File: config.mk
export PLATFORM = sky130hd
export DESIGN_NAME = ooo_backend_top
export DESIGN_NICKNAME = d
export VERILOG_FILES = /design/src/verilog/axil_pkg.sv /design/src/verilog/backend_types_pkg.sv /design/src/verilog/ooo_backend_top.sv /design/src/verilog/regfile_axil_reader.sv /design/src/verilog/reorder_buffer.sv /design/src/verilog/rename_regfile.sv
export VERILOG_INCLUDE_DIRS = /design/src /design/src/include
export SDC_FILE = /design/constraint.sdc
export NUM_CORES = 2
export LEC_CHECK = 0
export BUFFER_PORTS_ARGS = -buffer_cell sky130_fd_sc_hd__buf_2
export CAP_MARGIN = 10
export CORE_ASPECT_RATIO = 0.7
export CORE_MARGIN = 8
export CORE_UTILIZATION = 34
export CTS_BUF_LIST = sky130_fd_sc_hd__clkbuf_8
export CTS_CLUSTER_SIZE = 30
export DETAILED_ROUTE_END_ITERATION = 10
export GPL_TIMING_DRIVEN = 1
export HOLD_SLACK_MARGIN = 0.03
export SYNTH_ARGS = -nofsm -noshare
export SYNTH_HDL_FRONTEND = slang
export SYNTH_SLANG_ARGS = --single-unit
File: constraint.sdc
create_clock -name clk -period 4.4 [get_ports clk]
set_clock_uncertainty 0.05 [all_clocks]
set_input_delay 0.66 -clock clk [delete_from_list [all_inputs] [get_ports clk]]
set_output_delay 0.66 -clock clk [all_outputs]
set_load 0.02 [all_outputs]
File: src/include/backend_consts.svh
`ifndef BACKEND_CONSTS_SVH
`define BACKEND_CONSTS_SVH

// ~~~~~~~~~~~~~~~~~~~~~~~~~~~~~~~~~~~~~~~~
// register file geometry
// ~~~~~~~~~~~~~~~~~~~~~~~~~~~~~~~~~~~~~~~~
`define BE_NUM_REGS     32
`define BE_REG_IDX_W    5
`define BE_XLEN         32

// ~~~~~~~~~~~~~~~~~~~~~~~~~~~~~~~~~~~~~~~~
// reorder buffer
// ~~~~~~~~~~~~~~~~~~~~~~~~~~~~~~~~~~~~~~~~
`define BE_TAG_W        3
`define BE_ROB_DEPTH    7   // live tags 1..7, tag 0 means ready

// ~~~~~~~~~~~~~~~~~~~~~~~~~~~~~~~~~~~~~~~~
// debug read port
// ~~~~~~~~~~~~~~~~~~~~~~~~~~~~~~~~~~~~~~~~
`define BE_AXIL_ADDR_W  8   // byte address, index * 4

`endif
File: src/verilog/axil_pkg.sv
`include "backend_consts.svh"

package axil_pkg;

    typedef enum logic [1:0] {
        OKAY   = 2'b00,
        SLVERR = 2'b10
    } axil_resp_e;

    // read address channel
    typedef struct packed {
        logic [`BE_AXIL_ADDR_W-1:0] araddr;
        logic [2:0]                 arprot;
    } axil_ar_t;

    // read data channel
    typedef struct packed {
        logic [`BE_XLEN-1:0] rdata;
        axil_resp_e          rresp;
    } axil_r_t;

endpackage

File: src/verilog/backend_types_pkg.sv
`include "backend_consts.svh"

package backend_types_pkg;

    // ~~~~~~~~~~~~~~~~~~~~~~~~~~~~~~~~~~~~~~~~
    // scalar types
    // ~~~~~~~~~~~~~~~~~~~~~~~~~~~~~~~~~~~~~~~~
    typedef logic [`BE_REG_IDX_W-1:0] reg_idx_t;
    typedef logic [`BE_XLEN-1:0]      xlen_t;
    typedef logic [`BE_TAG_W-1:0]     rob_tag_t;  // zero means no producer

    // ~~~~~~~~~~~~~~~~~~~~~~~~~~~~~~~~~~~~~~~~
    // issue side
    // ~~~~~~~~~~~~~~~~~~~~~~~~~~~~~~~~~~~~~~~~
    typedef struct packed {
        reg_idx_t rs1;
        reg_idx_t rs2;
        reg_idx_t rd;
    } issue_req_t;

    // value valid when ready, tag valid otherwise
    typedef struct packed {
        logic     ready;
        xlen_t    value;
        rob_tag_t tag;
    } operand_t;

    // ~~~~~~~~~~~~~~~~~~~~~~~~~~~~~~~~~~~~~~~~
    // completion side
    // ~~~~~~~~~~~~~~~~~~~~~~~~~~~~~~~~~~~~~~~~
    typedef struct packed {
        rob_tag_t tag;
        xlen_t    value;
    } wb_t;

    typedef struct packed {
        reg_idx_t rd;
        rob_tag_t tag;    // used for the dependency match
        xlen_t    value;
    } retire_t;

endpackage

File: src/verilog/ooo_backend_top.sv
module ooo_backend_top (
    input  logic                          clk,
    input  logic                          rst,
    // issue
    input  logic                          issue_valid,
    input  backend_types_pkg::issue_req_t issue_req,
    output logic                          issue_ready,
    // operands
    output logic                          op_valid,
    output backend_types_pkg::operand_t   op1,
    output backend_types_pkg::operand_t   op2,
    output backend_types_pkg::rob_tag_t   op_tag,
    // writeback
    input  logic                          wb_valid,
    input  backend_types_pkg::wb_t        wb,
    // AXI4-Lite read
    input  logic                          ar_valid,
    input  axil_pkg::axil_ar_t            ar,
    output logic                          ar_ready,
    output logic                          r_valid,
    output axil_pkg::axil_r_t             r,
    input  logic                          r_ready
);

    logic                        issue_fire;
    backend_types_pkg::rob_tag_t alloc_tag;
    logic                        retire_valid;
    backend_types_pkg::retire_t  retire;
    backend_types_pkg::reg_idx_t dbg_idx;
    backend_types_pkg::xlen_t    dbg_value;
    backend_types_pkg::rob_tag_t tag_q;   // tag of the last accepted issue

    assign issue_fire = issue_valid && issue_ready;
    assign op_tag     = tag_q;

    always_ff @(posedge clk) begin
        if (issue_fire) begin
            tag_q <= alloc_tag;
        end
    end

    reorder_buffer u_rob (
        .clk          (clk),
        .rst          (rst),
        .alloc_valid  (issue_valid),
        .alloc_ready  (issue_ready),
        .alloc_rd     (issue_req.rd),
        .alloc_tag    (alloc_tag),
        .wb_valid     (wb_valid),
        .wb           (wb),
        .retire_valid (retire_valid),
        .retire       (retire)
    );

    rename_regfile u_regfile (
        .clk          (clk),
        .rst          (rst),
        .issue_valid  (issue_fire),
        .issue_req    (issue_req),
        .issue_tag    (alloc_tag),
        .retire_valid (retire_valid),
        .retire       (retire),
        .op_valid     (op_valid),
        .op1          (op1),
        .op2          (op2),
        .dbg_idx      (dbg_idx),
        .dbg_value    (dbg_value)
    );

    regfile_axil_reader u_axil (
        .clk       (clk),
        .rst       (rst),
        .ar_valid  (ar_valid),
        .ar        (ar),
        .ar_ready  (ar_ready),
        .r_valid   (r_valid),
        .r         (r),
        .r_ready   (r_ready),
        .dbg_idx   (dbg_idx),
        .dbg_value (dbg_value)
    );

endmodule

File: src/verilog/regfile_axil_reader.sv
`include "backend_consts.svh"

module regfile_axil_reader (
    input  logic                        clk,
    input  logic                        rst,
    input  logic                        ar_valid,
    input  axil_pkg::axil_ar_t          ar,
    output logic                        ar_ready,
    output logic                        r_valid,
    output axil_pkg::axil_r_t           r,
    input  logic                        r_ready,
    output backend_types_pkg::reg_idx_t dbg_idx,
    input  backend_types_pkg::xlen_t    dbg_value
);

    typedef enum logic {
        IDLE,
        RESP
    } state_e;

    state_e state;
    logic   addr_ok;

    // word address into the register array
    assign dbg_idx  = ar.araddr[`BE_REG_IDX_W+1:2];
    assign addr_ok  = (ar.araddr[1:0] == 2'b00) &&
                      (ar.araddr < `BE_AXIL_ADDR_W'(`BE_NUM_REGS * 4));
    assign ar_ready = (state == IDLE);
    assign r_valid  = (state == RESP);

    always_ff @(posedge clk) begin
        if (!rst) begin
            state <= IDLE;
        end else begin
            case (state)
                IDLE: if (ar_valid) state <= RESP;
                RESP: if (r_ready) state <= IDLE;
                default: state <= IDLE;
            endcase
        end
    end

    // response held stable until accepted
    always_ff @(posedge clk) begin
        if (state == IDLE && ar_valid) begin
            if (addr_ok) begin
                r.rdata <= dbg_value;
                r.rresp <= axil_pkg::OKAY;
            end else begin
                r.rdata <= '0;
                r.rresp <= axil_pkg::SLVERR;
            end
        end
    end

endmodule

File: src/verilog/reorder_buffer.sv
`include "backend_consts.svh"

module reorder_buffer (
    input  logic                        clk,
    input  logic                        rst,
    // tag allocation
    input  logic                        alloc_valid,
    output logic                        alloc_ready,
    input  backend_types_pkg::reg_idx_t alloc_rd,
    output backend_types_pkg::rob_tag_t alloc_tag,
    // results, any order
    input  logic                        wb_valid,
    input  backend_types_pkg::wb_t      wb,
    // in-order retirement
    output logic                        retire_valid,
    output backend_types_pkg::retire_t  retire
);

    // entry storage, slot = tag - 1
    backend_types_pkg::reg_idx_t entry_rd    [`BE_ROB_DEPTH];
    backend_types_pkg::xlen_t    entry_value [`BE_ROB_DEPTH];
    logic [`BE_ROB_DEPTH-1:0]    entry_done;

    backend_types_pkg::rob_tag_t head_tag;
    backend_types_pkg::rob_tag_t tail_tag;
    logic [`BE_TAG_W-1:0]        count;       // tags handed out and not yet freed

    logic                        alloc_fire;
    logic                        head_ready;
    backend_types_pkg::xlen_t    head_value;

    function automatic backend_types_pkg::rob_tag_t next_tag(
        input backend_types_pkg::rob_tag_t tag
    );
        if (tag == `BE_TAG_W'(`BE_ROB_DEPTH)) begin
            return `BE_TAG_W'(1);   // skip tag 0
        end
        return tag + 1'b1;
    endfunction

    function automatic logic [`BE_TAG_W-1:0] slot(
        input backend_types_pkg::rob_tag_t tag
    );
        return tag - 1'b1;
    endfunction

    assign alloc_ready = (count != `BE_TAG_W'(`BE_ROB_DEPTH));
    assign alloc_tag   = tail_tag;
    assign alloc_fire  = alloc_valid && alloc_ready;

    // head may complete in the same cycle it retires from
    always_comb begin
        head_ready = entry_done[slot(head_tag)];
        head_value = entry_value[slot(head_tag)];
        if (wb_valid && wb.tag == head_tag) begin
            head_ready = 1'b1;
            head_value = wb.value;
        end
    end

    // ~~~~~~~~~~~~~~~~~~~~~~~~~~~~~~~~~~~~~~~~
    // pointers, occupancy and done flags
    // ~~~~~~~~~~~~~~~~~~~~~~~~~~~~~~~~~~~~~~~~
    always_ff @(posedge clk) begin
        if (!rst) begin
            head_tag     <= `BE_TAG_W'(1);
            tail_tag     <= `BE_TAG_W'(1);
            count        <= '0;
            entry_done   <= '0;
            retire_valid <= 1'b0;
        end else begin
            retire_valid <= head_ready;
            if (alloc_fire) begin
                tail_tag                     <= next_tag(tail_tag);
                entry_done[slot(tail_tag)]   <= 1'b0;
            end
            if (wb_valid) begin
                entry_done[slot(wb.tag)] <= 1'b1;
            end
            if (head_ready) begin
                head_tag                   <= next_tag(head_tag);
                entry_done[slot(head_tag)] <= 1'b0;   // slot is empty again
            end
            // tag is freed while its retirement is on the output
            count <= count + `BE_TAG_W'(alloc_fire) - `BE_TAG_W'(retire_valid);
        end
    end

    // ~~~~~~~~~~~~~~~~~~~~~~~~~~~~~~~~~~~~~~~~
    // payload
    // ~~~~~~~~~~~~~~~~~~~~~~~~~~~~~~~~~~~~~~~~
    always_ff @(posedge clk) begin
        if (alloc_fire) begin
            entry_rd[slot(tail_tag)] <= alloc_rd;
        end
        if (wb_valid) begin
            entry_value[slot(wb.tag)] <= wb.value;
        end
        if (head_ready) begin
            retire.rd    <= entry_rd[slot(head_tag)];
            retire.tag   <= head_tag;
            retire.value <= head_value;
        end
    end

endmodule

File: src/verilog/rename_regfile.sv
`include "backend_consts.svh"

module rename_regfile (
    input  logic                          clk,
    input  logic                          rst,
    // accepted issue transfer
    input  logic                          issue_valid,
    input  backend_types_pkg::issue_req_t issue_req,
    input  backend_types_pkg::rob_tag_t   issue_tag,
    // in-order retirement
    input  logic                          retire_valid,
    input  backend_types_pkg::retire_t    retire,
    // operands, one cycle after issue
    output logic                          op_valid,
    output backend_types_pkg::operand_t   op1,
    output backend_types_pkg::operand_t   op2,
    // debug read
    input  backend_types_pkg::reg_idx_t   dbg_idx,
    output backend_types_pkg::xlen_t      dbg_value
);

    backend_types_pkg::xlen_t    regs [`BE_NUM_REGS];
    backend_types_pkg::rob_tag_t deps [`BE_NUM_REGS];

    logic                        retire_en;  // x0 never takes a write
    backend_types_pkg::operand_t look1;
    backend_types_pkg::operand_t look2;

    // operand as seen after this cycle's retirement
    function automatic backend_types_pkg::operand_t lookup(
        input backend_types_pkg::reg_idx_t idx,
        input backend_types_pkg::xlen_t    reg_value,
        input backend_types_pkg::rob_tag_t reg_dep,
        input logic                        ret_en,
        input backend_types_pkg::retire_t  ret
    );
        backend_types_pkg::operand_t op;
        op.value = reg_value;
        op.tag   = reg_dep;
        if (ret_en && ret.rd == idx) begin
            op.value = ret.value;
            if (reg_dep == ret.tag) begin
                op.tag = '0;   // matching producer just left
            end
        end
        op.ready = (op.tag == '0);
        if (op.ready == 1'b0) begin
            op.value = '0;
        end
        return op;
    endfunction

    assign retire_en = retire_valid && (retire.rd != '0);

    always_comb begin
        look1 = lookup(issue_req.rs1, regs[issue_req.rs1], deps[issue_req.rs1],
                       retire_en, retire);
        look2 = lookup(issue_req.rs2, regs[issue_req.rs2], deps[issue_req.rs2],
                       retire_en, retire);
    end

    // ~~~~~~~~~~~~~~~~~~~~~~~~~~~~~~~~~~~~~~~~
    // architectural state and dependency table
    // ~~~~~~~~~~~~~~~~~~~~~~~~~~~~~~~~~~~~~~~~
    always_ff @(posedge clk) begin
        if (!rst) begin
            for (int i = 0; i < `BE_NUM_REGS; i++) begin
                regs[i] <= '0;
                deps[i] <= '0;
            end
        end else begin
            if (retire_en) begin
                regs[retire.rd] <= retire.value;
                if (deps[retire.rd] == retire.tag) begin
                    deps[retire.rd] <= '0;
                end
            end
            // younger claim overrides the clear above
            if (issue_valid && issue_req.rd != '0) begin
                deps[issue_req.rd] <= issue_tag;
            end
        end
    end

    // ~~~~~~~~~~~~~~~~~~~~~~~~~~~~~~~~~~~~~~~~
    // operand output stage
    // ~~~~~~~~~~~~~~~~~~~~~~~~~~~~~~~~~~~~~~~~
    always_ff @(posedge clk) begin
        if (!rst) begin
            op_valid <= 1'b0;
        end else begin
            op_valid <= issue_valid;
        end
    end

    always_ff @(posedge clk) begin
        if (issue_valid) begin
            op1 <= look1;
            op2 <= look2;
        end
    end

    assign dbg_value = regs[dbg_idx];   // retired state only

endmodule

* Yosys cells after proc, flatten, opt, wreduce, memory -nomap -nowiden
Memory sizes are Yosys's and may differ from the RTL's. A register that Yosys moved wholly into a read port is not among the register bits.
Index checks and enable logic that the tools add are counted.
** Storage, ports and cells
- Input bits :: 67
- Memory bits (writable) :: 1379
- Register bits after elaboration :: 99
- Word-level logic and storage cells :: 125
- Bits in latches :: 0
- Bits in read-only memories :: 0
- Output and inout bits :: 113
- Memories :: 4
** Memories
- u_regfile.regs :: depth 32, width 32, read ports 3, clocked after Yosys merged registers in 1, wr ports 32, RTL line rename_regfile.sv:22 : backend_types_pkg::xlen_t regs [`BE_NUM_REGS];
- u_rob.entry_value :: depth 7, width 32, read ports 1, clocked after Yosys merged registers in 1, wr ports 1, RTL line reorder_buffer.sv:21 : backend_types_pkg::xlen_t entry_value [`BE_ROB_DEPTH];
- u_regfile.deps :: depth 32, width 3, read ports 3, clocked after Yosys merged registers in 0, wr ports 32, RTL line rename_regfile.sv:23 : backend_types_pkg::rob_tag_t deps [`BE_NUM_REGS];
- u_rob.entry_rd :: depth 7, width 5, read ports 1, clocked after Yosys merged registers in 1, wr ports 1, RTL line reorder_buffer.sv:20 : backend_types_pkg::reg_idx_t entry_rd [`BE_ROB_DEPTH];
** Operators by class
- Reductions and logical operators :: 20
- Shift-type cells :: 0
- $mul :: 0
- Equality and inequality tests :: 9
- Bitwise operators :: 6
- Magnitude comparators :: 7
- Multiplexer cells :: 56
- $add $sub $neg :: 7
- Divide/modulo/power cells :: 0
** Operators by type and width (count)
- 35-bit 2-to-1 mux :: 2
- 7-bit 2-to-1 mux :: 5
- 32-bit 2-to-1 mux :: 1
- 32-bit OR reduction :: 1
- 1-bit 2-to-1 mux :: 31
- 3-bit 2-to-1 mux :: 8
- 5-bit 2-to-1 mux :: 3
- 7-bit bitwise AND :: 2
- 7-bit inverter :: 2
- 3-bit == test :: 4
- 3-bit by 4-bit < comparator with 1-bit output, second input constant :: 3
- 1-bit logical AND :: 11
- 5-bit == test :: 2
- 5-bit nonzero test :: 2
- 1-bit demux with 3-bit select :: 3
- 3-bit by 1-bit greater-or-equal comparator with 1-bit output, second input constant :: 3
- 3-bit by 1-bit subtractor with 3-bit output, second input constant :: 3
- 8-bit < comparator, second input constant :: 1
- 7-bit OR :: 1
- 3-bit by 1-bit adder with 3-bit output, second input constant :: 2
- 3-bit == test, second input constant :: 2
- 3-bit logical NOT :: 2
- 3-bit OR reduction :: 2
- 3-bit by 1-bit adder with 3-bit output :: 1
- other kinds (8) :: 8

* Logic depth before layout (Yosys ltp)
- Depth in word-level cells :: 14
- Mapped depth :: 12

* Hierarchy
Synthesis repeated with hierarchy kept, for this count alone.
** Unflattened totals
- Cell total of the unflattened synthesis :: 5824
- Area, all modules :: 86032.5 µm²
** Modules (own cells, without submodules)
- rename_regfile :: seq. area each 35814.3 µm², cells each 4868, area each 71966.5 µm², instances 1
- reorder_buffer :: seq. area each 9318.9 µm², cells each 870, area each 12607.1 µm², instances 1
- regfile_axil_reader :: seq. area each 1011.0 µm², cells each 82, area each 1362.6 µm², instances 1
- ooo_backend_top :: seq. area each 90.1 µm², cells each 4, area each 96.3 µm², instances 1

* Least setup slack after synthesis
OpenSTA, ideal clock, no wires.
- Path kind :: register to register
- Start point :: reg u_rob.retire[36] (netlist name)
- End point :: mem u_regfile.regs[18][0] in the netlist's numbering, enable pin
- Cell stages (with the launch flop) :: 9
- Data arrival time :: 4.007 ns
- Slack :: -0.123 ns
- Data required time :: 3.884 ns
- Clock period less this slack :: 4.523 ns
- Cell sequence :: edfxtp_1 > clkbuf_1 > clkbuf_1 > buf_2 > nor2b_1 > nand2b_1 > buf_2 > clkbuf_1 > o21ai_0
** RTL lines (RTL line)
- end: declaration :: rename_regfile.sv:22

==> impl_metrics.ini <==
[status]
run_status = finished clean

[global_route]
grt_pass1_wl_mm = 445
grtUsageMet3 = 0.0822
grt_usage = 0.227
gr-total-overflow = 0
grt_busiest_layer = met2
met1_usage = 0.314
use_met2 = 0.331
grt_pass1_vias = 58500
grt_antenna_before_repair = 10
grt_max_degree = 140

[routing]
dr.pass1.iters = 6
drc = 0
finalWirelength_mm = 317
drtIter0Drc = 9091
final_antenna_net_count = 0
wl_per_cell_um = 33.7
viasPerCell = 6.45
vias = 60700

[place]
place_area_sq_um = 91800
numPortBuffers = 175
dpl.cell_count = 8926
gp_congestion = 0.880
dp_hpwl_mm = 196
place_ws_ns = 0.317

[cells_and_area]
syn2layout_area_growth_pct = 12.8
nNetsFinal = 5937
drive_above_1_share = 0.304
fin_cells = 9409
postLayoutCoreUtil = 0.385
finalInstanceArea_sq_um = 96700

[timing]
setup_viol = 0
max_slew_margin = 0.242
worst_pin_slew_ns = 1.14
tns_ns = 0
fmax_mhz = 265
setup_ws_ns = 0.622
slew_viol_final = 0
rsz0062_at_grt = no
finalHoldViolCount = 0
hold_slack_ns = 0.261
min_period_ns = 3.78
finalCritPeriodShare = 0.859

[clock_network]
cts_made_buffers = 244
tritoncts = done
cts_sinks = 1546
insertion_delay_ns = 1.01
clkTransAtPathRegs_ns = 0.07
clockBufferDepth = 4
h-tree-depth = 4
cts_root_buf = clkbuf_8

[worst_setup_path]
r2r_slack_ns = 0.62
critPathLaunchType = flop
ff2ff_path_depth = 7
endpoint_kind = flop
critical_path.slowest_cell = o311ai_1
r2r-end = u_regfile.regs[24][12]
critPathTopFamily = simple AND/OR/NAND/NOR gates
cp.buffers_inverters = 3
cp_cell_sequence = buf_4 > or3_4 > o311ai_1 > or3_4 > buf_12 > buf_4 > nor3_1
r2r_start = u_rob.retire[38]
crit_arrival_ns = 4.39
worst-setup-path-type = reg -> reg
required_ns = 5.01
critical_path_peak_fanout = 41
cp.depth = 7
cpPeakStageDelay_ns = 0.81

[hold_path]
min_from = wb_valid
holdPathStages = 3
min_path_type = in -> reg
holdPathEnd = u_rob.entry_value[4][26]

[logic_synthesis]
ys_seq_area_frac = 0.540
synth_area_leaders = edfxtp_1 (54%), mux4_2 (25%), nor3_1 (6.2%)
synth.cell_area_sq_um = 85700
synth_edf_count = 1527
synth_ff_type = edfxtp_1
synth_cells = 5772
avgSynthCellArea_sq_um = 14.8
ys_warn_count = 0
ys_ff_latch = 1546
async_flop_share = 0
yosysUniqueCellTypes = 69
yosysMostFrequentCell = edfxtp_1
synth_commonest_cells = edfxtp_1 (1527), nor3_1 (1067), mux4_2 (932), clkbuf_1 (473), mux2i_1 (262)
yosys.area.top_type = edfxtp_1
synth_top_area_frac = 0.535

[flow_run]
cap_violations = 0

[floorplan]
core_sq_um = 251000
die_width_um = 616
die_y_um = 436
ioPinCount = 180
initial_core_util = 0.341
dieArea_sq_um = 269000
rows = 154

[power_and_ir_drop]
p_leak_nw = 31.6
ir_drop_uv = 295
power.total_mw = 36.2
powerDensity_nw_per_um2 = 375
-- where the power goes --
| group | total [mW] | switching, mW | internal, mW |
|---|---|---|---|
| Clock | 11.8 | 6.12 | 5.72 |
| Sequential | 17.5 | 0.543 | 16.9 |
| Combinational | 6.91 | 4.47 | 2.44 |
-- worst max-delay path by stage --
stage | from | endpoint | slack (ns)
floorplan | u_rob.retire[36] | u_regfile.regs[18][0] | -0.12
global placement | issue_req[10] | u_regfile.op1[0] | 0.29
detailed placement | issue_req[10] | u_regfile.op1[2] | 0.32
CTS | u_rob.retire[38] | u_regfile.regs[24][12] | 0.76
global route | u_rob.retire[38] | u_regfile.regs[16][7] | 0.59
finish | u_rob.retire[38] | u_regfile.regs[24][12] | 0.62
-- what timing repair did --
item                                   CTS  global route
setup buffers                            0             0
endpoints found under the hold margin  267             0
hold buffers                            42             0
resized for setup                        0             0
-- tightest hold or removal path, delay by kind of cell --
family | cells | cell delay [ns]
simple gates | 2 | 0.36
buf+inv | 1 | 0.10
-- routing by layer --
metal	share of wire	vias up
met4	0.037	6
met5	0.00011	-
met3	0.15	659
li1	-	23900
met2	0.43	4800
met1	0.38	31300
-- sequential cells by signal, summed over array words and instances (netlist names) --
register,cells
u_regfile.regs,1024
u_rob.entry_value,224
u_regfile.deps,96
u_rob.retire,40
u_regfile.op1,36
u_regfile.op2,36
u_rob.entry_rd,35
u_axil.r,33
u_rob.entry_done,7
op_tag,3
u_rob.alloc_tag,3
u_rob.count,3
u_rob.head_tag,3
u_axil.r_valid,1
u_regfile.op_valid,1
u_rob.retire_valid,1
-- layout make-up --
cell class              instances  area, sq um
repair buffers                545         4800
flip-flops and latches       1546        46200
inverters                      51          194
well taps                    3354         4200
multi-input cells            3472        36800
fillers                     23300       154000
clock inverters               185          966
diodes                          5         12.5
clock buffers                 251         3450
-- cells by family after synthesis --
group	synth area share
fa+ha+maj	0.00155
compound gates	0.0425
other cells	0.0000438
mux	0.278
xor+xnor	0.00266
flops	0.540
simple gates	0.0962
buf+inv	0.0389
-- layout by cell type (no fill, tap or decap), types with 76 or more instances in the layout --
cell type and count:
edfxtp_1 1527, nor3_1 1062, mux4_2 932, mux2i_1 261
buf_4 257, clkbuf_8 251, nand2_1 172, buf_2 162
a22oi_1 153, nor2_1 139, inv_1 123, a21oi_1 119
o21ai_0 92, buf_12 76
Power figures use the tool's default switching activity.
